File: config.mk
export PLATFORM = sky130hd
export DESIGN_NAME = expand_mac
export DESIGN_NICKNAME = d
export VERILOG_FILES = /design/src/expand_pkg.sv /design/src/expand_mac.sv
export SDC_FILE = /design/constraint.sdc
export NUM_CORES = 1
export LEC_CHECK = 0
export ABC_AREA = 0
export BUFFER_PORTS_ARGS = -buffer_cell sky130_fd_sc_hd__buf_2
export CORE_MARGIN = 10
export CORE_UTILIZATION = 24
export CTS_CLUSTER_DIAMETER = 30
export DETAILED_ROUTE_END_ITERATION = 12
export PLACE_DENSITY = 0.46
export RECOVER_POWER = 100
export SLEW_MARGIN = 0
export SYNTH_ARGS = -nofsm -noshare
export SYNTH_HDL_FRONTEND = slang
export SYNTH_SLANG_ARGS = --single-unit
export TNS_END_PERCENT = 10
File: constraint.sdc
create_clock -name clk -period 17.75 [get_ports clk]
set_clock_uncertainty 0.1 [all_clocks]
set_input_delay 1.775 -clock clk [delete_from_list [all_inputs] [get_ports clk]]
set_output_delay 1.775 -clock clk [all_outputs]
set_load 0.1 [all_outputs]
File: src/expand_pkg.sv
package expand_pkg;

	//////////////////////////////////////////////////////////////
	// Sizes
	//////////////////////////////////////////////////////////////

	// Data widths
	localparam int PIX_W = 16;
	localparam int ACC_W = 32;
	// One lane per output channel
	localparam int NUM_MAC = 8;
	localparam int CHIN = 4;
	localparam int KERNEL_DIM = 3;
	// Taps per output pixel, kernel position major
	localparam int TAPS = KERNEL_DIM * KERNEL_DIM * CHIN;
	localparam int TAP_W = $clog2(TAPS);
	localparam int OUT_PIX = 16;
	// Counter must be able to hold OUT_PIX itself
	localparam int PIX_CNT_W = $clog2(OUT_PIX + 1);
	localparam int Q_SHIFT = 8;
	// fire2 and fire3
	localparam int NUM_LAYERS = 2;

	//////////////////////////////////////////////////////////////
	// Types
	//////////////////////////////////////////////////////////////

	typedef logic signed [PIX_W-1:0] pix_t;
	typedef logic signed [ACC_W-1:0] acc_t;
	typedef logic [TAP_W-1:0] tap_idx_t;
	// 0 is fire2, 1 is fire3
	typedef logic layer_t;

	typedef pix_t [NUM_MAC-1:0] weight_vec_t;
	typedef acc_t [NUM_MAC-1:0] bias_vec_t;
	typedef acc_t [NUM_MAC-1:0] acc_vec_t;
	typedef pix_t [NUM_MAC-1:0] ofm_vec_t;

	// Per-tap control word
	typedef struct packed {
		logic valid;
		logic first;
		logic last;
		layer_t layer;
		tap_idx_t tap;
	} tap_ctrl_t;

	typedef enum logic [1:0] {
		SEQ_IDLE,
		SEQ_RUN,
		SEQ_END
	} seq_state_t;

	// Compare values
	localparam tap_idx_t TAP_LAST = tap_idx_t'(TAPS - 1);
	localparam logic [PIX_CNT_W-1:0] PIX_LAST = PIX_CNT_W'(OUT_PIX - 1);
	localparam acc_t SAT_MAX = acc_t'(32'sh0000_7FFF);

	//////////////////////////////////////////////////////////////
	// Table rules
	//////////////////////////////////////////////////////////////

	// Small signed weights in -8..8
	function automatic pix_t weight_rule(input layer_t layer, input int tap, input int ch);
		int v;
		v = ((tap * 3) + (ch * 5) + (int'(layer) * 7)) % 17 - 8;
		return pix_t'(v);
	endfunction

	// Bias grows with channel, fire3 offset upward
	function automatic acc_t bias_rule(input layer_t layer, input int ch);
		int v;
		v = (ch * 96) - 300 + (int'(layer) * 150);
		return acc_t'(v);
	endfunction

endpackage

File: src/expand_mac.sv
`timescale 1ns/1ps

module expand_mac (
	input  logic               clk,
	input  logic               rst_gen,
	input  logic               valid_i,
	input  logic               first_i,
	input  expand_pkg::pix_t   pix_i,
	input  expand_pkg::pix_t   weight_i,
	output expand_pkg::acc_t   acc_o
);

	expand_pkg::acc_t product;

	// Full signed product
	// Operands widen to the accumulator before the multiply
	assign product = pix_i * weight_i;

	always_ff @(posedge clk) begin
		if (rst_gen) begin
			acc_o <= '0;
		end else if (valid_i) begin
			// First tap starts a new pixel
			if (first_i) begin
				acc_o <= product;
			end else begin
				acc_o <= acc_o + product;
			end
		end
		// Gap cycle holds the partial sum
	end

endmodule

==> flow_summary.toml, run 1 <==
[outcome]
status = "finished with violations"
violations = "capacitance limit, slew limit"

[clock_tree]
numCtsBuffers = 5
cts_tree = "done"
clk_latency_ns = 0.28
cts_setup_buffers = 0
clockBufferDepth = 2
cts_hold_buf = 0
h-tree-depth = 2
clock-sinks = 32
ctsResizeCount = 0
clockRootBuffer = "clkbuf_16"
clkTransAtPathRegs_ns = 0.05

[layout]
seqCellArea_um2 = 641
multi_input_area_um2 = 10900
utilization_pct = 26.2
largest_register_ffs = 32
layout-area-overhead-vs-synth_pct = 8.54
drive_gt1_share_pct = 3.62
fin_nets = 1932
fin_area_um2 = 14100
reg_top3 = "acc_o (32)"
fillers = 5887
largest-register = "acc_o"

[place]
io_buffers = 67
gp_congestion = 0.799
hpwlAfterDp_mm = 30.4
placed_cell_area_um2 = 14000

[timing]
maxSlewViolCount = 53
tightest_slew_ns = 2.40
setup_tns_ns = 0
final.min_clock_period_ns = 10.18
rsz0062_at_grt = "no"
hold_viol = 0
max_freq_mhz = 98.2
setup-violations-final = 0
finalCritPeriodShare_pct = 57.4
maxSlewHeadroom_pct = -59.8

[critical_path]
cp_slowest_cell = "clkbuf_1"
start_kind = "input port"
critical_path_required_ns = 17.85
endpoint_kind = "flip-flop"
crit_path_end = "acc_o[31]"
crit_type = "input port to flip-flop"
crit_arrival_ns = 10.29
rr_endpoint = "acc_o[24]"
regToRegStartpoint = "acc_o[0]"
ff2ff_path_depth = 12
r2r_setup_slack_ns = 14.30
critPathMaxFanout = 16
cp_common_cell = "fa_1"
crit_path_start = "pix_i[0]"
critPathMaxStageDelay_ns = 0.75

[drt]
maxUsedRoutingLayer = "met5"
wirelength_mm = 35.3
drc = 0
vias_per_cell = 4.41
drt-initial-drc-count = 428
vias = 9775
met3_length_mm = 1.55
dr.pass1.iters = 4
wirelength_met1_mm = 17.0
wl_per_cell_um = 15.9
ant_nets = 0
wl_met2_mm = 16.2

[yosys]
ys_seq_area_share_pct = 4.95
synth_edf_count = 0
synth_top_area_share_pct = 40.7
syn_avg_cell_area_um2 = 8.67
synthTopCellsByArea = "fa_1 41%, ha_1 11%, inv_1 9.0%, and2_1 6.1%, dfxtp_1 4.9%"
yosysWarningCount = 0
ys_types = 64
synth_cells = 1494
synthesis.nets = 1908
synth-async-reset-ratio_pct = 0
yosys.area.top_type = "fa_1"
syn_area_um2 = 12900
ys.flop_type = "dfxtp_1"
ys_ff_latch = 32

[die]
start_util_pct = 24.2
io-pin-count = 68
die_w_um = 252
die-area_um2 = 63600
core_area_um2 = 53600
rows = 85
die-height_um = 252

[min_path]
hold_start = "acc_o[0]"
hold_class = "flip-flop to flip-flop"

[global_route]
grtUsageTotal_pct = 11.7
grt_max_degree = 54
grt_pass1_wl_mm = 59.7
grt_antenna_before_repair = 4
grt_overflow = 0
grt_pass1_vias = 10700

[flow_run]
maxCapViolCount = 1
-- synthesized netlist by cell type, types with 11 or more instances --
library cell / number
inv_1: 311
fa_1: 263
nand2_1: 152
and2_1: 126
ha_1: 115
nor2_1: 65
a21oi_1: 55
clkbuf_1: 51
xnor2_1: 41
a21o_1: 34
dfxtp_1: 32
o21ai_0: 24
a211oi_1: 17
nor3_1: 16
xor2_1: 16
nand2b_1: 15
o21ai_1: 15
nand3_1: 12
o211ai_1: 12
a31oi_1: 11
o21bai_1: 11
-- cells by family (layout without fill, tap and decap cells) --
| logic type | count (synthesis) | after routing | synth area share (%) |
|---|---|---|---|
| AO/OA/AOI/OAI | 226 | 226 | 11.7 |
| XOR/XNOR | 57 | 57 | 3.86 |
| adder cells (fa/ha/maj) | 378 | 378 | 51.8 |
| buffers and inverters | 364 | 388 | 10.6 |
| flip-flops | 32 | 32 | 4.95 |
| multiplexers | 6 | 6 | 0.502 |
| other | 0 | 1 | 0 |
| AND/OR/NAND/NOR | 431 | 431 | 16.6 |
-- worst min path at each step --
stage           endpoint  slack (ns)  cells past startpoint
2_1_floorplan  acc_o[22]        0.83                      2
3_3_place_gp    acc_o[0]        0.39                      2
6_report        acc_o[0]        0.41                      2
4_1_cts         acc_o[0]        0.41                      2
3_5_place_dp    acc_o[0]        0.40                      2
5_1_grt         acc_o[4]        0.43                      2
-- metal layers --
| metal | vias up | GRT usage [%] |
|---|---|---|
| li1 | 4694 | - |
| met4 | 6 | 2.16 |
| met1 | 4892 | 16.0 |
| met2 | 143 | 19.0 |
| met3 | 40 | 2.02 |
| met5 | - | 0 |
-- placed cells by master (no fill, tap or decap), types with 12 or more instances in the layout --
master,n
clkbuf_1,35
and2_1,123
nand2b_1,15
ha_1,115
a211oi_1,17
nand2_1,152
o21ai_0,32
o211ai_1,12
xnor2_1,41
buf_2,34
nor3_1,16
nand3_1,12
a21o_1,34
dfxtp_1,32
nor2_1,65
xor2_1,16
a21oi_1,55
fa_1,263
inv_1,311
-- cell type report --
cell class,count,share of cell area (%)
Antenna cell,1,0.0178
Clock buffer,6,0.917
Clock inverter,1,0.0356
Inverter,312,8.33
Multi-Input combinational cell,1098,77.8
Sequential cell,32,4.56
Tap cell,696,6.20
Timing Repair Buffer,69,2.17
-- stage by stage --
stage / cells / worst slack, ns / hold WS (ns)
floorplan: 1494 / 8.36 / 0.826
global placement: 2207 / 7.74 / 0.389
detailed placement: 2207 / 7.71 / 0.401
CTS: 2214 / 7.93 / 0.409
global route: 2215 / 6.99 / 0.426
finish: 2215 / 7.57 / 0.407
-- critical path: cells and delay by family --
family / cells / cell delay (ns)
AOI/OAI and AO/OA: 9 / 2.11
xor gates and xnor gates: 1 / 0.18
adders and majority gates: 8 / 3.66
buffers and inverters: 4 / 0.91
muxes: 1 / 0.31
and+or+nand+nor: 6 / 1.35
Power of run 1 is not shown: default switching activity piles up to over one toggle a cycle in this logic, so the estimate is an artifact.
==> run 2: changes to the inputs <==
--- a/config.mk
+++ b/config.mk
@@ -11,7 +11,7 @@
 export CORE_UTILIZATION = 24
 export CTS_CLUSTER_DIAMETER = 30
 export DETAILED_ROUTE_END_ITERATION = 12
-export PLACE_DENSITY = 0.46
+export PLACE_DENSITY = 0.48
 export RECOVER_POWER = 100
 export SLEW_MARGIN = 0
 export SYNTH_ARGS = -nofsm -noshare
==> constraint.sdc (replaced) <==
create_clock -name clk -period 9.35 [get_ports clk]
set_clock_uncertainty 0.1 [all_clocks]
set_input_delay 0.935 -clock clk [delete_from_list [all_inputs] [get_ports clk]]
set_output_delay 0.935 -clock clk [all_outputs]
set_load 0.1 [all_outputs]
==> run 2 against run 1 <==
The run still ends with capacitance limit, slew limit left; core utilization is 0.16 points higher; non-clock buffer count grew 10; global-route usage fell by 0.24 points; setup slack worse by 7.0 ns; first-iteration DRC count down 11%; register-to-register slack worse by 8.4 ns; sequential cell count unchanged; via count increased by 0.39%; routed wire length decreased by 1.6%; sequential share of layout area hardly changed; clock-buffer cell count down 1; largest cell class unchanged.
==> flow_summary.toml, run 2 (same netlist as run 1, synthesis figures left out) <==
[clock_tree]
clock-sinks = 32
cts_tree = "done"
h-tree-depth = 2
numCtsBuffers = 5
clk_latency_ns = 0.29
clockRootBuffer = "clkbuf_16"
clkTransAtPathRegs_ns = 0.06
cts_hold_buf = 0
cts_setup_buffers = 0
ctsResizeCount = 0
clockBufferDepth = 2

[critical_path]
critPathMaxFanout = 16
crit_arrival_ns = 8.88
cp_slowest_cell = "fa_1"
start_kind = "input port"
critPathMaxStageDelay_ns = 0.55
endpoint_kind = "flip-flop"
cp_common_cell = "fa_1"
critical_path_required_ns = 9.46
crit_type = "input port to flip-flop"

[die]
rows = 85
io-pin-count = 68
die-area_um2 = 63600
die-height_um = 252
die_w_um = 252
core_area_um2 = 53600
start_util_pct = 24.2

[drt]
drc = 0
drt-initial-drc-count = 381
dr.pass1.iters = 5
wirelength_mm = 34.7
vias = 9813
wl_per_cell_um = 15.6
ant_nets = 0
vias_per_cell = 4.41

[timing]
maxSlewViolCount = 53
fin_ws_ns = 0.581
setup-violations-final = 0
setup_tns_ns = 0
maxSlewHeadroom_pct = -60.0
max_freq_mhz = 114
finalCritPeriodShare_pct = 93.8
rsz0062_at_grt = "no"
hold_viol = 0
final.min_clock_period_ns = 8.77
tightest_slew_ns = 2.40

[global_route]
grt_pass1_wl_mm = 59.2
grtUsageTotal_pct = 11.4
grt_max_degree = 54
grt_antenna_before_repair = 3
grt_pass1_vias = 10600
grt_overflow = 0

[outcome]
violations = "capacitance limit, slew limit"
status = "finished with violations"

[flow_run]
maxCapViolCount = 1

[layout]
layout-area-overhead-vs-synth_pct = 9.21
final_cell_mix = "311 x inv_1, 263 x fa_1, 152 x nand2_1, 124 x and2_1, 115 x ha_1"
fin_nets = 1942
drive_gt1_share_pct = 4.45
largest-register = "acc_o"
diodes = 0
reg_top3 = "acc_o (32)"
final_common_cell = "inv_1"
largest_register_ffs = 32

[place]
gp_congestion = 0.825
io_buffers = 67
hpwlAfterDp_mm = 30.3
place_worst_setup_slack_ns = 0.368

[min_path]
hold_class = "flip-flop to flip-flop"
==> run 2: changes by cell type in the layout (fill, tap and decap cells not counted), sizes merged <==
cell / previous run / this run
diode: 1 / 0
clkinv: 2 / 4
clkbuf: 40 / 39
buf: 35 / 45
==> run 2: final timing paths <==
| kind | cells after the start | slack, ns | to | from |
|---|---|---|---|---|
| max | 29 | 0.58 | acc_o[31] | pix_i[11] |
| min | 2 | 0.41 | acc_o[5] | acc_o[5] |
| max reg2reg | 12 | 5.88 | acc_o[24] | acc_o[0] |
| min reg2reg | 2 | 0.41 | acc_o[5] | acc_o[5] |
==> run 2: area by class of cell <==
type	count	area (um2)
clock inverter	3	18.8
tap	696	871
sequential	32	641
timing repair buffer	79	380
multi-input combinational	1098	10900
fill	5871	39500
clock buffer	5	125
inverter	312	1170
==> run 2: metrics by stage <==
stage,std cells,utilization [%],instance area (um2),hold WS [ns]
floorplan,1494,-,12900,0.826
global placement,2217,26.2,14000,0.393
detailed placement,2217,26.2,14000,0.401
CTS,2225,26.5,14200,0.410
global route,2225,26.4,14100,0.422
finish,2225,26.4,14100,0.406
==> run 2: metal layers <==
layer / up-vias / part of all wire (%) / global-route usage [%]
met5: - / 0.11 / 0
met2: 113 / 47 / 18.9
li1: 4736 / - / -
met1: 4938 / 48 / 15.7
met3: 20 / 3.7 / 1.91
met4: 6 / 0.74 / 1.42
==> run 2: worst max-delay path: cells and delay by family <==
kind            cells  cell delay, ns
simple gates        4            0.94
mux                 1            0.27
xor+xnor            1            0.19
fa+ha+maj           8            3.80
buf+inv             4            0.47
compound gates     11            2.25
Power of run 2 is left out for the same reason.
