==> config.mk <==
export PLATFORM = sky130hd
export DESIGN_NAME = expand_weight_rom
export DESIGN_NICKNAME = d
export VERILOG_FILES = /design/src/expand_pkg.sv /design/src/expand_weight_rom.sv
export SDC_FILE = /design/constraint.sdc
export NUM_CORES = 1
export LEC_CHECK = 0
export BUFFER_PORTS_ARGS = -buffer_cell sky130_fd_sc_hd__buf_2
export CAP_MARGIN = 30
export CORE_AREA = 2 2 155 157
export CTS_CLUSTER_SIZE = 8
export DETAILED_ROUTE_END_ITERATION = 8
export DIE_AREA = 0 0 157 159
export SETUP_SLACK_MARGIN = 0.1
export SYNTH_ARGS = -nofsm -noshare
export SYNTH_HDL_FRONTEND = slang
export SYNTH_SLANG_ARGS = --single-unit
==> constraint.sdc <==
create_clock -name clk -period 5.3 [get_ports clk]
set_clock_uncertainty 0.1 [all_clocks]
set_input_delay 0.53 -clock clk [delete_from_list [all_inputs] [get_ports clk]]
set_output_delay 0.53 -clock clk [all_outputs]
set_load 0.03 [all_outputs]
==> src/expand_pkg.sv <==
package expand_pkg;

	//////////////////////////////////////////////////////////////
	// Sizes
	//////////////////////////////////////////////////////////////

	// Data widths
	localparam int PIX_W = 16;
	localparam int ACC_W = 32;
	// One lane per output channel
	localparam int NUM_MAC = 8;
	localparam int CHIN = 4;
	localparam int KERNEL_DIM = 3;
	// Taps per output pixel, kernel position major
	localparam int TAPS = KERNEL_DIM * KERNEL_DIM * CHIN;
	localparam int TAP_W = $clog2(TAPS);
	localparam int OUT_PIX = 16;
	// Counter must be able to hold OUT_PIX itself
	localparam int PIX_CNT_W = $clog2(OUT_PIX + 1);
	localparam int Q_SHIFT = 8;
	// fire2 and fire3
	localparam int NUM_LAYERS = 2;

	//////////////////////////////////////////////////////////////
	// Types
	//////////////////////////////////////////////////////////////

	typedef logic signed [PIX_W-1:0] pix_t;
	typedef logic signed [ACC_W-1:0] acc_t;
	typedef logic [TAP_W-1:0] tap_idx_t;
	// 0 is fire2, 1 is fire3
	typedef logic layer_t;

	typedef pix_t [NUM_MAC-1:0] weight_vec_t;
	typedef acc_t [NUM_MAC-1:0] bias_vec_t;
	typedef acc_t [NUM_MAC-1:0] acc_vec_t;
	typedef pix_t [NUM_MAC-1:0] ofm_vec_t;

	// Per-tap control word
	typedef struct packed {
		logic valid;
		logic first;
		logic last;
		layer_t layer;
		tap_idx_t tap;
	} tap_ctrl_t;

	typedef enum logic [1:0] {
		SEQ_IDLE,
		SEQ_RUN,
		SEQ_END
	} seq_state_t;

	// Compare values
	localparam tap_idx_t TAP_LAST = tap_idx_t'(TAPS - 1);
	localparam logic [PIX_CNT_W-1:0] PIX_LAST = PIX_CNT_W'(OUT_PIX - 1);
	localparam acc_t SAT_MAX = acc_t'(32'sh0000_7FFF);

	//////////////////////////////////////////////////////////////
	// Table rules
	//////////////////////////////////////////////////////////////

	// Small signed weights in -8..8
	function automatic pix_t weight_rule(input layer_t layer, input int tap, input int ch);
		int v;
		v = ((tap * 3) + (ch * 5) + (int'(layer) * 7)) % 17 - 8;
		return pix_t'(v);
	endfunction

	// Bias grows with channel, fire3 offset upward
	function automatic acc_t bias_rule(input layer_t layer, input int ch);
		int v;
		v = (ch * 96) - 300 + (int'(layer) * 150);
		return acc_t'(v);
	endfunction

endpackage

==> src/expand_weight_rom.sv <==
`timescale 1ns/1ps

module expand_weight_rom (
	input  logic                    clk,
	input  expand_pkg::tap_ctrl_t   tap_i,
	output expand_pkg::weight_vec_t weights_o,
	output expand_pkg::bias_vec_t   bias_o
);

	// One word holds the weights of all lanes for one tap
	function automatic expand_pkg::weight_vec_t weight_word(input int layer, input int tap);
		expand_pkg::weight_vec_t word;
		for (int c = 0; c < expand_pkg::NUM_MAC; c++) begin
			word[c] = expand_pkg::weight_rule(expand_pkg::layer_t'(layer), tap, c);
		end
		return word;
	endfunction

	// Bias word per layer
	function automatic expand_pkg::bias_vec_t bias_word(input int layer);
		expand_pkg::bias_vec_t word;
		for (int c = 0; c < expand_pkg::NUM_MAC; c++) begin
			word[c] = expand_pkg::bias_rule(expand_pkg::layer_t'(layer), c);
		end
		return word;
	endfunction

	//////////////////////////////////////////////////////////////
	// Tables
	//////////////////////////////////////////////////////////////

	expand_pkg::weight_vec_t w_tab [expand_pkg::NUM_LAYERS][expand_pkg::TAPS];
	expand_pkg::bias_vec_t b_tab [expand_pkg::NUM_LAYERS];

	// Constant contents, resolved at elaboration
	for (genvar l = 0; l < expand_pkg::NUM_LAYERS; l++) begin : g_layer
		assign b_tab[l] = bias_word(l);
		for (genvar t = 0; t < expand_pkg::TAPS; t++) begin : g_tap
			assign w_tab[l][t] = weight_word(l, t);
		end
	end

	//////////////////////////////////////////////////////////////
	// Registered read
	//////////////////////////////////////////////////////////////

	// Read only on a live tap
	// Idle cycles keep the last word
	always_ff @(posedge clk) begin
		if (tap_i.valid) begin
			weights_o <= w_tab[tap_i.layer][tap_i.tap];
			// Same bias for every tap of a layer
			bias_o <= b_tab[tap_i.layer];
		end
	end

endmodule

==> results by group, run 1 <==
Min path
  – Hold EP: weights_o[16]
  – HP Start: tap_i[9]
  – WHS Path Cells: 1
  – HP Class: input pin to register

Clock network
  – CTS Buf Count: 5
  – CTS tree: built
  – Clock slew at the register clock pins of the worst setup and hold paths: 0.07 ns
  – Clk buf depth: 2
  – Post-CTS Setup Repair Bufs: 0
  – Cts hold-fix bufs: 0
  – Clk sink count: 42
  – Post-CTS sizing: 0
  – H-tree levels: 2
  – Clock Tree Root: clkbuf_16

Global route
  – Largest net degree at the start of global routing: 108
  – Vias in the first global route: 4867
  – Grt ovf: 0
  – Initial antenna violation count: 1
  – GRT Resource Usage Total: 0.153
  – Global-route wire length before repair: 29800 um

Synth
  – Seq/Total Area, Yosys: 0.174
  – Synth Cell Area: 0.00726 mm2
  – Compound-Gate Fraction of Synth Area: 0.222
  – Adder-cell share of the synthesized area: 0.0138
  – Post-synth EDFFs: 42
  – Post-synth ARST share: 0
  – Synth warn: 0
  – Simple-Gate Fraction of Synth Area: 0.117
  – Mux contribution to synthesized area: 0.0586
  – Largest family of logic cells by synthesized area: buffers and inverters
  – Synth Area per Inst: 7.96 um2
  – Post-Synthesis Cells: 912
  – XOR/XNOR share of the synthesized area: 0.00586
  – Seq cells post-synth: 42
  – Primary FF master, synth: edfxtp_1
  – Count of cell types in the netlist: 68

Worst setup path
  – Max stage delay on crit path: 0.91 ns
  – CP Cell Sequence: buf_2, clkinv_1, ha_1, and2_0, nor2_1, mux4_2, nand2_1, o211ai_1
  – CP max stage cell: ha_1
  – Top cell family by delay on the critical path: adder cells
  – Crit path capture type: register
  – Critical path launch point type: input pin
  – Critical path peak fanout: 22
  – Combined buffer and inverter count along the critical path: 2
  – Crit path DAT: 3.57 ns
  – CP Data Required Time: 5.22 ns
  – Setup CP Type: input pin to register

STA
  – Final Hold Viols: 0
  – Finish-stage setup viols: 0
  – RSZ-0062 raised after global routing: false
  – Fin. max-slew vios: 0
  – Post-route clock period utilization: 0.691
  – Final setup TNS: 0 ns
  – Fin crit period: 3.66 ns
  – Fmax: 0.273 GHz
  – Worst slew margin: 0.286
  – Slew @ Worst Pin: 1.07 ns

Cells and area
  – Share of layout cells above drive strength 1: 0.316
  – Post-route cell area: 0.00675 mm2
  – Nets: 930
  – Area Overhead vs Synth: -7.01%
  – Antenna cells: 0
  – Final Instance Count excl. Fillers: 1231

Pwr
  – Leakage power: 3.07 nW
  – Flop pwr share: 0.248
  – Max VDD drop: 0.000137 V
  – Switching Power: 0.963 mW
  – Sw Share: 0.539
  – Clock power frac: 0.173
  – Power per Cell Area: 264 mW/mm2
  – Int Pwr: 0.822 mW
  – Combinational share of power: 0.579

Floorplanning
  – Die Height: 159 um
  – # IOs: 395
  – Rows: 56
  – Core area: 0.0232 mm2
  – Initial Utilization: 0.313
  – Die ar.: 0.0250 mm2
  – Die Width: 157 um

Placement
  – Placed Area: 0.00659 mm2
  – Port-buffer cells: 238
  – Hpwl dp: 15300 um
  – Placed Instances: 1222
  – Placer congestion estimate: 0.968

Route
  – Routed wire length: 21100 um
  – DR WL/cell: 17.1 um
  – Pre-antenna DRT Iters: 6
  – Via/cell ratio: 4.92
  – 1st-iter DRT viols: 715
  – Via Count: 6059
  – Number of remaining DRC errors: 0
  – Final ANT Viol Nets: 0

Run status
  – Outcome: completed

Job
  – Max-cap violations: 0
[worst max-delay path by stage]
stage / from / endpoint / depth (start not counted) / slack (ns)
4_1_cts: tap_i[6] / weights_o[51] / 8 / 1.70
2_1_floorplan: tap_i[0] / weights_o[115] / 9 / 2.33
5_1_grt: tap_i[6] / weights_o[51] / 8 / 1.49
3_5_place_dp: tap_i[6] / weights_o[51] / 8 / 1.39
3_3_place_gp: tap_i[0] / weights_o[51] / 8 / 1.41
6_report: tap_i[0] / weights_o[51] / 8 / 1.64
[area by class of cell]
cell class | count | area [um2]
Clock buffer | 6 | 129
Clock inverter | 2 | 13.8
Fill cell | 2573 | 16400
Inverter | 11 | 41.3
Multi-Input combinational cell | 602 | 3610
Sequential cell | 42 | 1260
Tap cell | 319 | 399
Timing Repair Buffer | 249 | 1300
[sequential cells by signal, summed over array words and instances, names as in the netlist]
| register | count |
|---|---|
| weights_o | 40 |
| bias_o | 2 |
[through the flow]
stage	utilization	power (mW)	hold slack, ns	setup WS [ns]
finish	0.291	1.78	0.406	1.64
global route	0.291	1.86	0.406	1.49
CTS	0.290	1.79	0.706	1.70
detailed placement	0.284	1.47	0.915	1.39
global placement	0.284	1.47	0.913	1.41
floorplan	-	1.49	0.529	2.33
[Yosys cell counts (all sizes together) (5+ instances only)]
master | number | area [um2]
clkbuf | 22 | 82.6
a211o | 11 | 96.3
o2111ai | 5 | 50.0
o32ai | 6 | 52.6
nor2 | 39 | 146
o211ai | 28 | 210
o22ai | 10 | 62.6
a31oi | 6 | 37.5
ha | 8 | 100
mux2 | 7 | 78.8
mux4 | 9 | 203
nor2b | 14 | 95.1
a21oi | 45 | 229
o221ai | 7 | 67.6
a311oi | 6 | 52.6
edfxtp | 42 | 1260
mux2i | 14 | 144
a21o | 6 | 45.0
buf | 387 | 2840
a211oi | 14 | 105
a22oi | 5 | 37.5
o21ai | 49 | 245
nand2 | 53 | 199
nor3 | 11 | 55.1
nand2b | 18 | 113
nand3 | 18 | 90.1
inv | 9 | 33.8
or2 | 5 | 31.3
[per-layer routing]
layer	part of all wire	vias up	GRT usage	wire length [um]
li1	-	2723	-	-
met2	0.48	491	0.243	10000
met4	0.036	0	0.0638	760
met5	0	-	0	0
met3	0.11	51	0.0220	2300
met1	0.38	2794	0.206	7990
[cells by family (layout without fill, tap and decap cells)]
| group | Yosys count | count (layout) |
|---|---|---|
| buffers and inverters | 420 | 268 |
| AO/OA/AOI/OAI | 234 | 234 |
| AND/OR/NAND/NOR | 172 | 172 |
| flip-flops | 42 | 42 |
| multiplexers | 30 | 30 |
| adder cells (fa/ha/maj) | 8 | 8 |
| XOR/XNOR | 4 | 4 |
| other | 2 | 154 |
[power groups by stage]
| stage | Sequential, mW | Clock (mW) | Combinational [mW] |
|---|---|---|---|
| after CTS | 0.446 | 0.317 | 1.02 |
| after global routing | 0.451 | 0.326 | 1.09 |
| after detailed placement | 0.452 | 0 | 1.02 |
| final | 0.443 | 0.309 | 1.03 |
| after floorplan | 0.526 | 0 | 0.967 |
| after global placement | 0.451 | 0 | 1.02 |
[cell usage in the layout (no fill, tap or decap), types with 9 or more instances in the layout]
cell type	synthesis	final
conb_1	2	154
a211o_1	11	11
o21ai_1	10	10
nand3_1	18	18
edfxtp_1	42	42
o211ai_1	28	28
mux4_2	9	9
nor2b_1	13	12
nand2b_1	18	18
nor3_1	11	11
a211oi_1	14	14
o22ai_1	10	10
nor2_1	39	39
o21ai_0	39	39
buf_2	32	238
mux2i_1	13	13
nand2_1	53	53
a21oi_1	44	44
Note: power is estimated with default switching activity, not from simulation.
==> inputs of run 2 (changes only) <==
--- a/config.mk
+++ b/config.mk
@@ -5,12 +5,13 @@
 export SDC_FILE = /design/constraint.sdc
 export NUM_CORES = 1
 export LEC_CHECK = 0
+export ABC_AREA = 1
 export BUFFER_PORTS_ARGS = -buffer_cell sky130_fd_sc_hd__buf_2
 export CAP_MARGIN = 30
-export CORE_AREA = 2 2 155 157
+export CORE_AREA = 2 2 153 155
 export CTS_CLUSTER_SIZE = 8
 export DETAILED_ROUTE_END_ITERATION = 8
-export DIE_AREA = 0 0 157 159
+export DIE_AREA = 0 0 155 157
 export SETUP_SLACK_MARGIN = 0.1
 export SYNTH_ARGS = -nofsm -noshare
 export SYNTH_HDL_FRONTEND = slang
==> constraint.sdc (replaced) <==
create_clock -name clk -period 3.5 [get_ports clk]
set_clock_uncertainty 0.1 [all_clocks]
set_input_delay 0.35 -clock clk [delete_from_list [all_inputs] [get_ports clk]]
set_output_delay 0.35 -clock clk [all_outputs]
set_load 0.03 [all_outputs]
==> run 2 against run 1 <==
  * Hold slack got worse by 0.13 ns
  * Cell area decreased by 8.0%
  * Sequential cell count is the same
  * Power increased by 42%
  * Critical path depth rose by 3
==> results by group, run 2 <==
Clock network
  – Post-CTS sizing: 0 (unchanged)
  – Clk sink count: 42 (unchanged)
  – Clk buf depth: 2 (unchanged)
  – CTS tree: built
  – CTS Buf Count: 5 (unchanged)
  – Clock slew at the register clock pins of the worst setup and hold paths: 0.07 ns (about the same)
  – Clock Tree Root: clkbuf_16
  – Cts hold-fix bufs: 0 (unchanged)
  – H-tree levels: 2 (unchanged)
  – Post-CTS Setup Repair Bufs: 0 (unchanged)

STA
  – RSZ-0062 raised after global routing: false
  – Post-route clock period utilization: 0.665
  – Worst hold margin: 0.280 ns (-0.125 ns)
  – Final Hold Viols: 0 (unchanged)
  – Finish-stage setup viols: 0 (unchanged)
  – Final setup TNS: 0 ns (unchanged)
  – Fmax: 0.430 GHz
  – Slew @ Worst Pin: 0.895 ns (-0.175 ns)
  – Fin. max-slew vios: 0 (unchanged)
  – Fin crit period: 2.33 ns
  – Worst slew margin: 0.402 (+0.116)

Cells and area
  – Nets: 1068 (+15%)
  – Commonest non-fill, non-tap cell in the layout: nand2_1
  – Largest register FFs: 40 (unchanged)
  – Largest regs: weights_o: 40 flops, bias_o: 2 flops
  – Most frequent cells in the layout: nand2_1 (355), buf_2 (238), nand3_1 (179), conb_1 (154), edfxtp_1 (42)
  – Area Overhead vs Synth: -6.41%
  – Fin util: 0.276 (-0.0150)
  – Share of layout cells above drive strength 1: 0.257 (-0.0584)
  – Most flops, register: weights_o

Synth
  – Seq cells post-synth: 42 (unchanged)
  – Synth Area per Inst: 6.48 um2 (-19%)
  – Cell with the most instances after synthesis: nand2_1
  – Primary FF master, synth: edfxtp_1
  – Yosys top cell area share: 0.389 (+0.0313)
  – Post-Synthesis Cells: 1025 (+12%)
  – Count of cell types in the netlist: 21 (-69%)
  – Post-synth ARST share: 0 (unchanged)
  – Post-synth top cells: nand2_1 (355), buf_4 (344), nand3_1 (179)
  – Synth warn: 0 (unchanged)
  – Synth Cell Area: 0.00664 mm2 (-8.6%)
  – Top post-synthesis cells by area: buf_4 (39%), nand2_1 (20%), edfxtp_1 (19%), nand3_1 (13%), ha_1 (1.5%)
  – Post-synth EDFFs: 42 (unchanged)
  – Seq/Total Area, Yosys: 0.190 (+0.0163)
  – Yosys top cell by area: buf_4

Placement
  – Port-buffer cells: 238 (unchanged)
  – Hpwl dp: 12100 um (-21%)
  – Placer congestion estimate: 0.889 (-8.2%)

Floorplanning
  – Die ar.: 0.0243 mm2 (-2.5%)
  – # IOs: 395 (unchanged)
  – Die Height: 157 um (-1.3%)
  – Core area: 0.0225 mm2 (-3.0%)
  – Rows: 55 (-1.8%)
  – Die Width: 155 um (-1.3%)
  – Initial Utilization: 0.295 (-0.0181)

Worst setup path
  – Top cell family by delay on the critical path: simple AND/OR/NAND/NOR gates
  – CP max stage cell: nand2_1
  – Crit path capture type: register
  – Critical path peak fanout: 11 (-50%)
  – CP dominant cell by count: nand2_1
  – CP Data Required Time: 3.44 ns (-1.78 ns)
  – Critical path launch point type: input pin
  – Combined buffer and inverter count along the critical path: 2 (unchanged)
  – CP Cell Sequence: buf_2, inv_1, ha_1, nand2_1, nand2_1, nand2_2, nand3_1, nand3_1, nand2_1, nand2_1, nand2_1
  – Setup CP Type: input pin to register
  – Crit path DAT: 2.27 ns (-1.30 ns)
  – Max stage delay on crit path: 0.39 ns (-0.52 ns)

Pwr
  – Max VDD drop: 0.000166 V (+22%)
  – Power per Cell Area: 407 mW/mm2 (+54%)
  – Leakage power: 3.70 nW (+20%)

Min path
  – WHS Path Cells: 1 (unchanged)
  – Hold EP: bias_o[227]
  – HP Class: input pin to register
  – HP Start: tap_i[6]

Global route
  – Grt ovf: 0 (unchanged)
  – Vias in the first global route: 4330 (-11%)
  – Largest net degree at the start of global routing: 75 (-31%)
  – GRT Resource Usage Total: 0.120 (-0.0322)
  – Initial antenna violation count: 4 (+3)
  – Global-route wire length before repair: 23600 um (-21%)

Run status
  – Outcome: completed

Job
  – Max-cap violations: 0 (unchanged)

Route
  – Via/cell ratio: 4.24 (-14%)
  – Number of remaining DRC errors: 0 (unchanged)
  – Routed wire length: 16600 um (-21%)
  – Final ANT Viol Nets: 0 (unchanged)
  – DR WL/cell: 12.4 um (-27%)
  – Pre-antenna DRT Iters: 6 (unchanged)
  – 1st-iter DRT viols: 640 (-10%)
  – Via Count: 5663 (-6.5%)
## run 2: cells by family after synthesis
group,after synthesis,share of synthesized area
AO/OA/AOI/OAI,4,0.00302
adder cells (fa/ha/maj),8,0.0151
buffers and inverters,415,0.436
flip-flops,42,0.190
other,2,0.00113
AND/OR/NAND/NOR,554,0.355
## run 2: layout make-up
type	count	area [um2]
tap	285	357
multi-input combinational	720	3050
timing repair buffer	250	1290
inverter	30	115
sequential	42	1260
antenna	1	2.50
clock buffer	7	133
fill	2546	16300
## run 2: per-stage QoR
step	power, mW	area (um2)	cells	setup WS [ns]
after floorplan	2.15	7210	1177	1.09
after global placement	2.08	6060	1326	0.907
after detailed placement	2.09	6060	1326	0.904
after CTS	2.54	6190	1333	1.20
after global routing	2.67	6210	1334	0.976
final	2.53	6210	1335	1.17
## run 2: report_power, final
part | internal (mW) | leakage [nW] | total, mW | switching [mW]
sequential | 0.617 | 0.405 | 0.652 | 0.0350
clock | 0.261 | 0.0640 | 0.453 | 0.192
combinational | 0.290 | 3.23 | 1.42 | 1.13
## run 2: worst max path at each step
stage           startpoint              to  slack (ns)  cells after the start
2_1_floorplan  bias_o[232]     bias_o[100]        1.09                      1
3_3_place_gp      tap_i[6]   weights_o[46]        0.91                     11
3_5_place_dp      tap_i[6]   weights_o[46]        0.90                     11
4_1_cts           tap_i[6]   weights_o[46]        1.20                     11
5_1_grt           tap_i[6]   weights_o[80]        0.98                     12
6_report          tap_i[6]  weights_o[110]        1.17                     11
## run 2: per-layer routing
| layer | up-vias | part of all wire | global-route usage |
|---|---|---|---|
| met3 | 31 | 0.095 | 0.0218 |
| met2 | 341 | 0.48 | 0.195 |
| met4 | 6 | 0.022 | 0.0401 |
| met5 | - | 0.0021 | 0 |
| met1 | 2490 | 0.40 | 0.162 |
| li1 | 2795 | - | - |
