[src/expand_pkg.sv]
package expand_pkg;

	//////////////////////////////////////////////////////////////
	// Sizes
	//////////////////////////////////////////////////////////////

	// Data widths
	localparam int PIX_W = 16;
	localparam int ACC_W = 32;
	// One lane per output channel
	localparam int NUM_MAC = 8;
	localparam int CHIN = 4;
	localparam int KERNEL_DIM = 3;
	// Taps per output pixel, kernel position major
	localparam int TAPS = KERNEL_DIM * KERNEL_DIM * CHIN;
	localparam int TAP_W = $clog2(TAPS);
	localparam int OUT_PIX = 16;
	// Counter must be able to hold OUT_PIX itself
	localparam int PIX_CNT_W = $clog2(OUT_PIX + 1);
	localparam int Q_SHIFT = 8;
	// fire2 and fire3
	localparam int NUM_LAYERS = 2;

	//////////////////////////////////////////////////////////////
	// Types
	//////////////////////////////////////////////////////////////

	typedef logic signed [PIX_W-1:0] pix_t;
	typedef logic signed [ACC_W-1:0] acc_t;
	typedef logic [TAP_W-1:0] tap_idx_t;
	// 0 is fire2, 1 is fire3
	typedef logic layer_t;

	typedef pix_t [NUM_MAC-1:0] weight_vec_t;
	typedef acc_t [NUM_MAC-1:0] bias_vec_t;
	typedef acc_t [NUM_MAC-1:0] acc_vec_t;
	typedef pix_t [NUM_MAC-1:0] ofm_vec_t;

	// Per-tap control word
	typedef struct packed {
		logic valid;
		logic first;
		logic last;
		layer_t layer;
		tap_idx_t tap;
	} tap_ctrl_t;

	typedef enum logic [1:0] {
		SEQ_IDLE,
		SEQ_RUN,
		SEQ_END
	} seq_state_t;

	// Compare values
	localparam tap_idx_t TAP_LAST = tap_idx_t'(TAPS - 1);
	localparam logic [PIX_CNT_W-1:0] PIX_LAST = PIX_CNT_W'(OUT_PIX - 1);
	localparam acc_t SAT_MAX = acc_t'(32'sh0000_7FFF);

	//////////////////////////////////////////////////////////////
	// Table rules
	//////////////////////////////////////////////////////////////

	// Small signed weights in -8..8
	function automatic pix_t weight_rule(input layer_t layer, input int tap, input int ch);
		int v;
		v = ((tap * 3) + (ch * 5) + (int'(layer) * 7)) % 17 - 8;
		return pix_t'(v);
	endfunction

	// Bias grows with channel, fire3 offset upward
	function automatic acc_t bias_rule(input layer_t layer, input int ch);
		int v;
		v = (ch * 96) - 300 + (int'(layer) * 150);
		return acc_t'(v);
	endfunction

endpackage

[src/expand_sequencer.sv]
`timescale 1ns/1ps

module expand_sequencer (
	input  logic                  clk,
	input  logic                  rst_gen,
	input  logic                  fire2_en_i,
	input  logic                  fire3_en_i,
	input  logic                  ram_ack2_i,
	input  logic                  ram_ack3_i,
	output expand_pkg::tap_ctrl_t tap_o,
	output logic                  finish2_o,
	output logic                  finish3_o
);

	// Index 0 is fire2, index 1 is fire3
	logic [expand_pkg::NUM_LAYERS-1:0] en_req;
	logic [expand_pkg::NUM_LAYERS-1:0] ack_req;
	logic [expand_pkg::NUM_LAYERS-1:0] en_ok;
	logic [expand_pkg::NUM_LAYERS-1:0] sel;
	logic [expand_pkg::NUM_LAYERS-1:0] ack_q;
	logic go;
	expand_pkg::layer_t layer_sel;
	logic tap_first;
	logic tap_last;
	expand_pkg::tap_idx_t tap_cnt_q;
	expand_pkg::seq_state_t state_q [expand_pkg::NUM_LAYERS];
	expand_pkg::seq_state_t state_d [expand_pkg::NUM_LAYERS];
	logic [expand_pkg::PIX_CNT_W-1:0] pix_cnt_q [expand_pkg::NUM_LAYERS];

	assign en_req = {fire3_en_i, fire2_en_i};
	assign ack_req = {ram_ack3_i, ram_ack2_i};

	//////////////////////////////////////////////////////////////
	// Layer select
	//////////////////////////////////////////////////////////////

	// Finished layer ignores its enable
	always_comb begin
		for (int l = 0; l < expand_pkg::NUM_LAYERS; l++) begin
			en_ok[l] = en_req[l] && (state_q[l] != expand_pkg::SEQ_END);
		end
	end

	// fire2 wins when both ask
	assign sel[0] = en_ok[0];
	assign sel[1] = en_ok[1] && !en_ok[0];
	assign go = |sel;
	assign layer_sel = sel[1];

	// Tap position within the pixel
	assign tap_first = (tap_cnt_q == '0);
	assign tap_last = (tap_cnt_q == expand_pkg::TAP_LAST);

	//////////////////////////////////////////////////////////////
	// Per-layer FSM
	//////////////////////////////////////////////////////////////

	always_comb begin
		for (int l = 0; l < expand_pkg::NUM_LAYERS; l++) begin
			state_d[l] = state_q[l];
			case (state_q[l])
				expand_pkg::SEQ_IDLE: begin
					if (sel[l]) begin
						state_d[l] = expand_pkg::SEQ_RUN;
					end
				end
				expand_pkg::SEQ_RUN: begin
					// Last tap of the last pixel
					if (sel[l] && tap_last && (pix_cnt_q[l] == expand_pkg::PIX_LAST)) begin
						state_d[l] = expand_pkg::SEQ_END;
					end
				end
				// Held until reset
				expand_pkg::SEQ_END: state_d[l] = expand_pkg::SEQ_END;
				default: state_d[l] = expand_pkg::SEQ_IDLE;
			endcase
		end
	end

	always_ff @(posedge clk) begin
		if (rst_gen) begin
			for (int l = 0; l < expand_pkg::NUM_LAYERS; l++) begin
				state_q[l] <= expand_pkg::SEQ_IDLE;
				pix_cnt_q[l] <= '0;
			end
			ack_q <= '0;
		end else begin
			for (int l = 0; l < expand_pkg::NUM_LAYERS; l++) begin
				state_q[l] <= state_d[l];
				// One count per finished pixel
				if (sel[l] && tap_last) begin
					pix_cnt_q[l] <= pix_cnt_q[l] + 1'b1;
				end
				// Ack only counts once the layer is done
				if ((state_q[l] == expand_pkg::SEQ_END) && ack_req[l]) begin
					ack_q[l] <= 1'b1;
				end
			end
		end
	end

	// Finish level from end latch until acked
	assign finish2_o = (state_q[0] == expand_pkg::SEQ_END) && !ack_q[0];
	assign finish3_o = (state_q[1] == expand_pkg::SEQ_END) && !ack_q[1];

	//////////////////////////////////////////////////////////////
	// Tap counter and control word
	//////////////////////////////////////////////////////////////

	// Wraps straight into the next pixel, no gap cycle
	always_ff @(posedge clk) begin
		if (rst_gen) begin
			tap_cnt_q <= '0;
		end else if (go) begin
			if (tap_last) begin
				tap_cnt_q <= '0;
			end else begin
				tap_cnt_q <= tap_cnt_q + 1'b1;
			end
		end
	end

	always_ff @(posedge clk) begin
		if (rst_gen) begin
			tap_o <= '0;
		end else begin
			tap_o.valid <= go;
			tap_o.first <= tap_first;
			tap_o.last <= tap_last;
			tap_o.layer <= layer_sel;
			tap_o.tap <= tap_cnt_q;
		end
	end

endmodule

[config.mk]
export PLATFORM = sky130hd
export DESIGN_NAME = expand_sequencer
export DESIGN_NICKNAME = d
export VERILOG_FILES = /design/src/expand_pkg.sv /design/src/expand_sequencer.sv
export SDC_FILE = /design/constraint.sdc
export NUM_CORES = 1
export LEC_CHECK = 0
export BUFFER_PORTS_ARGS = -buffer_cell sky130_fd_sc_hd__buf_2
export CAP_MARGIN = 20
export CELL_PAD_IN_SITES_DETAIL_PLACEMENT = 1
export CELL_PAD_IN_SITES_GLOBAL_PLACEMENT = 1
export CORE_ASPECT_RATIO = 0.9
export CORE_MARGIN = 2
export CORE_UTILIZATION = 47
export CTS_CLUSTER_SIZE = 12
export DETAILED_ROUTE_END_ITERATION = 8
export PLACE_DENSITY = 0.9
export SETUP_SLACK_MARGIN = 0.1
export SYNTH_ARGS = -nofsm -noshare
export SYNTH_HDL_FRONTEND = slang
export SYNTH_SLANG_ARGS = --single-unit
export TNS_END_PERCENT = 30
[constraint.sdc]
create_clock -name clk -period 3.8 [get_ports clk]
set_input_delay 0.76 -clock clk [delete_from_list [all_inputs] [get_ports clk]]
set_output_delay 0.76 -clock clk [all_outputs]
set_load 0.05 [all_outputs]
==> results of run 1 <==
## stage by stage
step	setup slack (ns)	util	hold WS (ns)	cells	cell area (µm²)
floorplan	1.74	-	0.437	141	1460
global placement	1.51	0.523	0.452	197	1580
detailed placement	1.39	0.523	0.463	197	1580
CTS	1.58	0.540	0.485	205	1630
global route	1.41	0.540	0.508	205	1630
finish	1.59	0.540	0.475	205	1630
## cells in the mapped netlist, types with 4 or more instances
master,count
xor2_1,6
inv_1,10
ha_1,13
edfxtp_1,10
nand2_1,10
a21oi_1,4
nor2_2,4
o21ai_0,6
and3_1,5
nor2_1,17
dfxtp_1,22
nor2b_1,8
## flip-flops by register name, summed over array words and instances, names as in the netlist
| name | count |
|---|---|
| tap_cnt_q | 6 |
| state_q | 4 |
| tap_o | 10 |
| ack_q | 2 |
| pix_cnt_q | 10 |
## power breakdown
part,total (µW),switching [µW],internal (µW)
clock,183,115,67.7
combinational,311,203,108
sequential,430,31.4,398
## layer usage
layer / vias to the layer above / GRT usage
li1: 513 / -
met1: 485 / 0.212
met2: 14 / 0.312
met3: 4 / 0.0681
met4: 0 / 0.0952
met5: - / 0
## final cells by class
cell class | count | area (µm²)
Inverter | 11 | 41.3
Clock inverter | 3 | 13.8
Timing Repair Buffer | 17 | 85.1
Clock buffer | 5 | 37.5
Multi-Input combinational cell | 95 | 659
Tap cell | 42 | 52.6
Sequential cell | 32 | 741
Fill cell | 370 | 1390
## worst max path at each step
stage | from | endpoint | slack (ns) | cells past startpoint
floorplan | state_q[0][2] | finish3_o | 1.74 | 3
global placement | fire2_en_i | pix_cnt_q[0][8] | 1.51 | 5
detailed placement | fire2_en_i | pix_cnt_q[0][9] | 1.39 | 5
CTS | state_q[0][2] | finish3_o | 1.58 | 4
global route | state_q[0][0] | pix_cnt_q[0][9] | 1.41 | 6
finish | state_q[0][0] | pix_cnt_q[0][9] | 1.59 | 6
## logic make-up (layout without fill, tap and decap cells)
logic type,Yosys count,count (layout),share of synthesized area
simple gates,54,54,0.193
compound gates,16,16,0.0728
buf+inv,14,36,0.0411
xor+xnor,9,9,0.0540
fa+ha+maj,13,13,0.111
mux,3,3,0.0206
flops,32,32,0.507
## worst register-to-register path, stage by stage (launching register included)
cell and delay (ns):
dfxtp_1 0.35, inv_1 0.08, ha_1 0.24, nor2b_1 0.47, nor2_1 0.22, or3_1 0.55
nor2_1 0.18
## cells in the final DEF (no fill, tap or decap)
| master | synthesis | routed |
|---|---|---|
| nand3_1 | 2 | 2 |
| a21oi_1 | 4 | 4 |
| and3_1 | 5 | 5 |
| or3_4 | 1 | 1 |
| clkbuf_4 | 0 | 5 |
| nor4b_1 | 1 | 1 |
| dfxtp_1 | 22 | 22 |
| edfxtp_1 | 10 | 10 |
| xor2_1 | 6 | 6 |
| nor2_1 | 17 | 17 |
| clkinv_1 | 1 | 2 |
| clkinv_2 | 0 | 2 |
| nor2b_1 | 8 | 8 |
| nand2b_1 | 2 | 2 |
| nor2_2 | 4 | 4 |
| o21ai_0 | 6 | 6 |
| o211a_1 | 1 | 1 |
| nand2_1 | 10 | 10 |
| nor2_4 | 1 | 1 |
| a32oi_1 | 1 | 1 |
| mux2i_1 | 3 | 3 |
| o41a_1 | 1 | 1 |
| or3_1 | 1 | 1 |
| xnor2_1 | 3 | 3 |
| or2_4 | 1 | 1 |
| inv_1 | 10 | 10 |
| nor3_1 | 1 | 1 |
| o2111ai_1 | 3 | 3 |
| buf_2 | 0 | 17 |
| ha_1 | 13 | 13 |
==> impl_metrics.env, run 1 <==
export IMPL_wire_per_inst_um=14.1
export IMPL_worstPathRequired_ns=4.00
export IMPL_worstHoldStart="ack_q[0]"
export IMPL_maxSlewViolCount=0
export IMPL_numCtsBuffers=5
export IMPL_vdd_drop_max_v=0.000271
export IMPL_yosysTopAreaCell="dfxtp_1"
export IMPL_grt_setup_unrepaired="false"
export IMPL_async_reset_ff_frac=0
export IMPL_synth_edff_count=10
export IMPL_cp_start_kind="flop"
export IMPL_hold_viol=0
export IMPL_cpMaxStageDelayCell="or3_1"
export IMPL_synth_top_area_frac=0.302
export IMPL_htreeDepth=2
export IMPL_worstSetupPathType="reg2reg"
export IMPL_drv_cap=0
export IMPL_max_freq_mhz=452
export IMPL_powerDensity_nw_per_um2=566
export IMPL_synth_area_per_cell_um2=10.4
export IMPL_antenna_found_initial=0
export IMPL_grt_pass1_vias=1064
export IMPL_viasPerCell=4.96
export IMPL_core_area_um2=3020
export IMPL_p_leak_uw=0.000716
export IMPL_critPathMaxFanout=9
export IMPL_yosysSeqAreaShare=0.507
export IMPL_grt_use_total=0.187
export IMPL_hpwl_um=2220
export IMPL_status="completed"
export IMPL_synth_flop_cell="dfxtp_1"
export IMPL_fin_crit_ns=2.21
export IMPL_hold_depth=2
export IMPL_r2r_setup_slack_ns=1.59
export IMPL_crit_chain="inv_1 -> ha_1 -> nor2b_1 -> nor2_1 -> or3_1 -> nor2_1"
export IMPL_syn_inst=141
export IMPL_place_gp_congestion=0.788
export IMPL_clockBufferDepth=2
export IMPL_synth_seq_cells=32
export IMPL_initial_utilization=0.484
export IMPL_area_growth_pct=11.7
export IMPL_synth_area_leaders="dfxtp_1, edfxtp_1, ha_1"
export IMPL_cts_hold_buf=0
export IMPL_drt_iter0_markers=11
export IMPL_cpMostUsedCell="nor2_1"
export IMPL_clk_pin_slew_ns=0.10
export IMPL_cts_tree="yes"
export IMPL_wl_met3_um=116
export IMPL_grt_pass1_wl_um=4950
export IMPL_cts_setup_buffers=0
export IMPL_synth_cell_types=29
export IMPL_finalNetCount=181
export IMPL_fp_dieH_um=56.9
export IMPL_num_rows=19
export IMPL_arrival_ns=2.41
export IMPL_worstSkewPairLatency_ns=0.34
export IMPL_cpPeakStageDelay_ns=0.55
export IMPL_tns_ns=0
export IMPL_port_buffers=17
export IMPL_skew_ns=0.00837
export IMPL_worstReg2RegEnd="pix_cnt_q[0][9]"
export IMPL_total_power_uw=923
export IMPL_grt_max_degree=16
export IMPL_cts_root_buf="clkbuf_4"
export IMPL_reg2reg_from="state_q[0][0]"
export IMPL_wl_met1_um=1240
export IMPL_wl_um=2880
export IMPL_synth_area_um2=1460
export IMPL_die_w_um=62.8
export IMPL_hold_class="reg2reg"
export IMPL_vias=1016
export IMPL_min_to="ack_q[0]"
export IMPL_path_buf_inv=1
export IMPL_insertedDiodeCount=0
export IMPL_pin_count=18
export IMPL_ys_warn_count=0
export IMPL_crit_path_end_kind="flop"
export IMPL_cts_repair_resized=0
export IMPL_dieArea_um2=3570
export IMPL_r2r_cells=6
export IMPL_crit_family="simple AND/OR/NAND/NOR gates"
export IMPL_tightest_slew_ns=0.732
export IMPL_antenna_left=0
export IMPL_min_period_over_period=0.583
export IMPL_relSlewSlack=0.507
export IMPL_synth_nets=160
export IMPL_drc=0
export IMPL_top_layer="met4"
export IMPL_first_pass_iters=3
export IMPL_met2WireLength_um=1480
export IMPL_drive_gt1_frac=0.190
export IMPL_clock_sinks=32
export IMPL_globalRouteOverflowTotal=0
export IMPL_setup_viol=0
No activity file was read; power rests on OpenSTA's default activity.
==> run 2, diff against run 1 <==
ABC_AREA = 1   (was not set)
CORE_UTILIZATION = 43   (was 47)
PLACE_DENSITY = 0.85   (was 0.9)
clock period = 2.25 ns   (was 3.8 ns; I/O delays follow)
==> run 2 against run 1 <==
Against the previous run:
- count of clock-buffer cells in the layout grew 1
- highest routed layer unchanged
- clock power grew 150%
- register-to-register slack lost 1.1 ns
- setup slack lost 1.1 ns
- sequential cell count is the same
- hold slack lost 0.0080 ns
- critical endpoint is now finish3_o
- synthesized cell count grew 18%
- combinational power grew 94%
- via count grew 12%
- sequential share of layout area shrank 3.2 points
==> impl_metrics.env, run 2 <==
export IMPL_synth_top_area_frac=0.292
export IMPL_yosysSeqAreaShare=0.491
export IMPL_die_w_um=66.4
export IMPL_r2r_setup_slack_ns=0.45
export IMPL_relSlewSlack=0.817
export IMPL_powerDensity_nw_per_um2=1010
export IMPL_final_cell_mix="nor2_1, dfxtp_1, inv_1"
export IMPL_clock_sinks=32
export IMPL_numCtsBuffers=5
export IMPL_place_gp_congestion=0.709
export IMPL_insertedDiodeCount=0
export IMPL_initial_utilization=0.447
export IMPL_synth_area_um2=1510
export IMPL_cts_hold_buf=0
export IMPL_wire_per_inst_um=13.4
export IMPL_core_area_um2=3380
export IMPL_synth_area_per_cell_um2=9.09
export IMPL_synth_cell_types=26
export IMPL_synth_flop_cell="dfxtp_1"
export IMPL_grt_pass1_vias=1186
export IMPL_vias=1135
export IMPL_clk_pin_slew_ns=0.07
export IMPL_cpMaxStageDelayCell="dfxtp_1"
export IMPL_synth_common_cells="nor2_1, dfxtp_1, inv_1"
export IMPL_globalRouteOverflowTotal=0
export IMPL_hpwl_um=2490
export IMPL_cp_start_kind="flop"
export IMPL_grt_setup_unrepaired="false"
export IMPL_drv_cap=0
export IMPL_worstReg2RegEnd="pix_cnt_q[0][7]"
export IMPL_min_to="ack_q[0]"
export IMPL_drive_gt1_frac=0.266
export IMPL_pin_count=18
export IMPL_critPathMaxFanout=3
export IMPL_drt_iter0_markers=36
export IMPL_yosysMostFrequentCell="nor2_1"
export IMPL_min_period_over_period=0.800
export IMPL_area_growth_pct=16.2
export IMPL_worstHoldStart="ram_ack2_i"
export IMPL_fp_dieH_um=60.2
export IMPL_synth_edff_count=10
export IMPL_cts_tree="yes"
export IMPL_clockBufferDepth=2
export IMPL_worstSetupPathType="reg2out"
export IMPL_reg_top3="pix_cnt_q: 10 flops, tap_o: 10 flops, tap_cnt_q: 6 flops"
export IMPL_synth_nets=185
export IMPL_fill_cells=409
export IMPL_mostFrequentLayoutCell="nor2_1"
export IMPL_maxSlewViolCount=0
export IMPL_async_reset_ff_frac=0
export IMPL_hold_viol=0
export IMPL_ys_warn_count=0
export IMPL_grt_use_total=0.178
export IMPL_num_rows=20
export IMPL_crit_path_end_kind="primary output"
export IMPL_worstPathRequired_ns=1.80
export IMPL_first_pass_iters=4
export IMPL_multi_input_area_um2=663
export IMPL_port_buffers=17
export IMPL_hold_class="in2reg"
export IMPL_r2r_cells=8
export IMPL_dieArea_um2=4000
export IMPL_cpPeakStageDelay_ns=0.33
export IMPL_reg2reg_from="state_q[0][2]"
export IMPL_max_freq_mhz=555
export IMPL_cts_root_buf="clkbuf_8"
export IMPL_grt_pass1_wl_um=5250
export IMPL_wl_um=3160
export IMPL_finalNetCount=210
export IMPL_grt_max_degree=14
export IMPL_tns_ns=0
export IMPL_synth_seq_cells=32
export IMPL_status="completed"
export IMPL_placed_area_um2=1660
export IMPL_setup_viol=0
export IMPL_drc=0
export IMPL_worstSkewPairLatency_ns=0.28
export IMPL_arrival_ns=1.35
export IMPL_antenna_left=0
export IMPL_hold_depth=3
export IMPL_htreeDepth=2
export IMPL_viasPerCell=4.81
export IMPL_fin_crit_ns=1.80
export IMPL_skew_ns=0.00632
export IMPL_syn_inst=166
export IMPL_synth_area_leaders="dfxtp_1, edfxtp_1, ha_1"
export IMPL_p_leak_uw=0.000798
export IMPL_cts_repair_resized=0
export IMPL_tightest_slew_ns=0.273
export IMPL_yosysTopAreaCell="dfxtp_1"
export IMPL_antenna_found_initial=0
export IMPL_crit_chain="inv_1 -> ha_1 -> inv_2 -> nor2_1 -> buf_2"
export IMPL_postLayoutCellArea_um2=1750
export IMPL_cts_setup_buffers=0
export IMPL_vdd_drop_max_v=0.000628
export IMPL_seq_area_um2=741
-- run 2: changes by cell type in the layout (fill, tap and decap cells not counted), moves of 5 or more --
cell      change
a21oi_1       +5
clkbuf_4      -5
nor2b_1       -8
and3_1        -5
nor2_1       +17
nand3_1       +5
nand2_2       +5
inv_1        +10
clkbuf_8      +6
nand2_1       +7
inv_2         +6
-- run 2: layout make-up --
class	instances	area share
Clock buffer	6	0.0471
Clock inverter	2	0.00571
Inverter	27	0.0578
Multi-Input combinational cell	106	0.378
Sequential cell	32	0.423
Tap cell	44	0.0314
Timing Repair Buffer	19	0.0571
-- run 2: layer usage --
layer  global-route usage  part of all wire  vias to the layer above
met4               0.0612             0.013                        0
met5                    0                 0                        -
met2                0.323              0.53                       12
met1                0.200              0.43                      546
met3               0.0508             0.027                        6
li1                     -                 -                      571
-- run 2: cell families after synthesis --
family / after synthesis / synth area share
AND/OR/NAND/NOR: 77 / 0.269
XOR/XNOR: 2 / 0.0116
adder cells (fa/ha/maj): 13 / 0.108
buffers and inverters: 28 / 0.0696
AO/OA/AOI/OAI: 14 / 0.0514
flip-flops: 32 / 0.491
-- run 2: worst max-delay path by stage --
stage | start | endpoint | cells after the start
2_1_floorplan | state_q[0][2] | pix_cnt_q[0][5] | 7
3_3_place_gp | state_q[0][2] | pix_cnt_q[0][8] | 8
3_5_place_dp | state_q[0][2] | pix_cnt_q[0][7] | 8
4_1_cts | state_q[0][2] | finish3_o | 5
5_1_grt | state_q[0][2] | pix_cnt_q[0][5] | 8
6_report | state_q[0][2] | finish3_o | 5
-- run 2: where the power goes --
group          total, µW  leakage [µW]  internal (µW)  switching (µW)
combinational        602      0.000463            183             419
clock                455     0.0000510            244             212
sequential           720      0.000283            672            48.0
-- run 2: worst max-delay path, delay by kind of cell (launching register included) --
family / cells / cell delay (ns)
DFF: 1 / 0.33
and+or+nand+nor: 1 / 0.09
adders and majority gates: 1 / 0.21
buffers and inverters: 3 / 0.45
-- run 2: stage by stage --
| stage | hold slack (ns) | setup slack, ns | std cells | power (µW) | utilization |
|---|---|---|---|---|---|
| after detailed placement | 0.492 | 0.506 | 228 | 1330 | 0.491 |
| after floorplan | 0.437 | 0.478 | 166 | 1180 | - |
| after global routing | 0.478 | 0.265 | 236 | 1890 | 0.519 |
| after CTS | 0.452 | 0.439 | 236 | 1790 | 0.519 |
| after global placement | 0.477 | 0.631 | 228 | 1290 | 0.491 |
| final | 0.467 | 0.449 | 236 | 1780 | 0.519 |
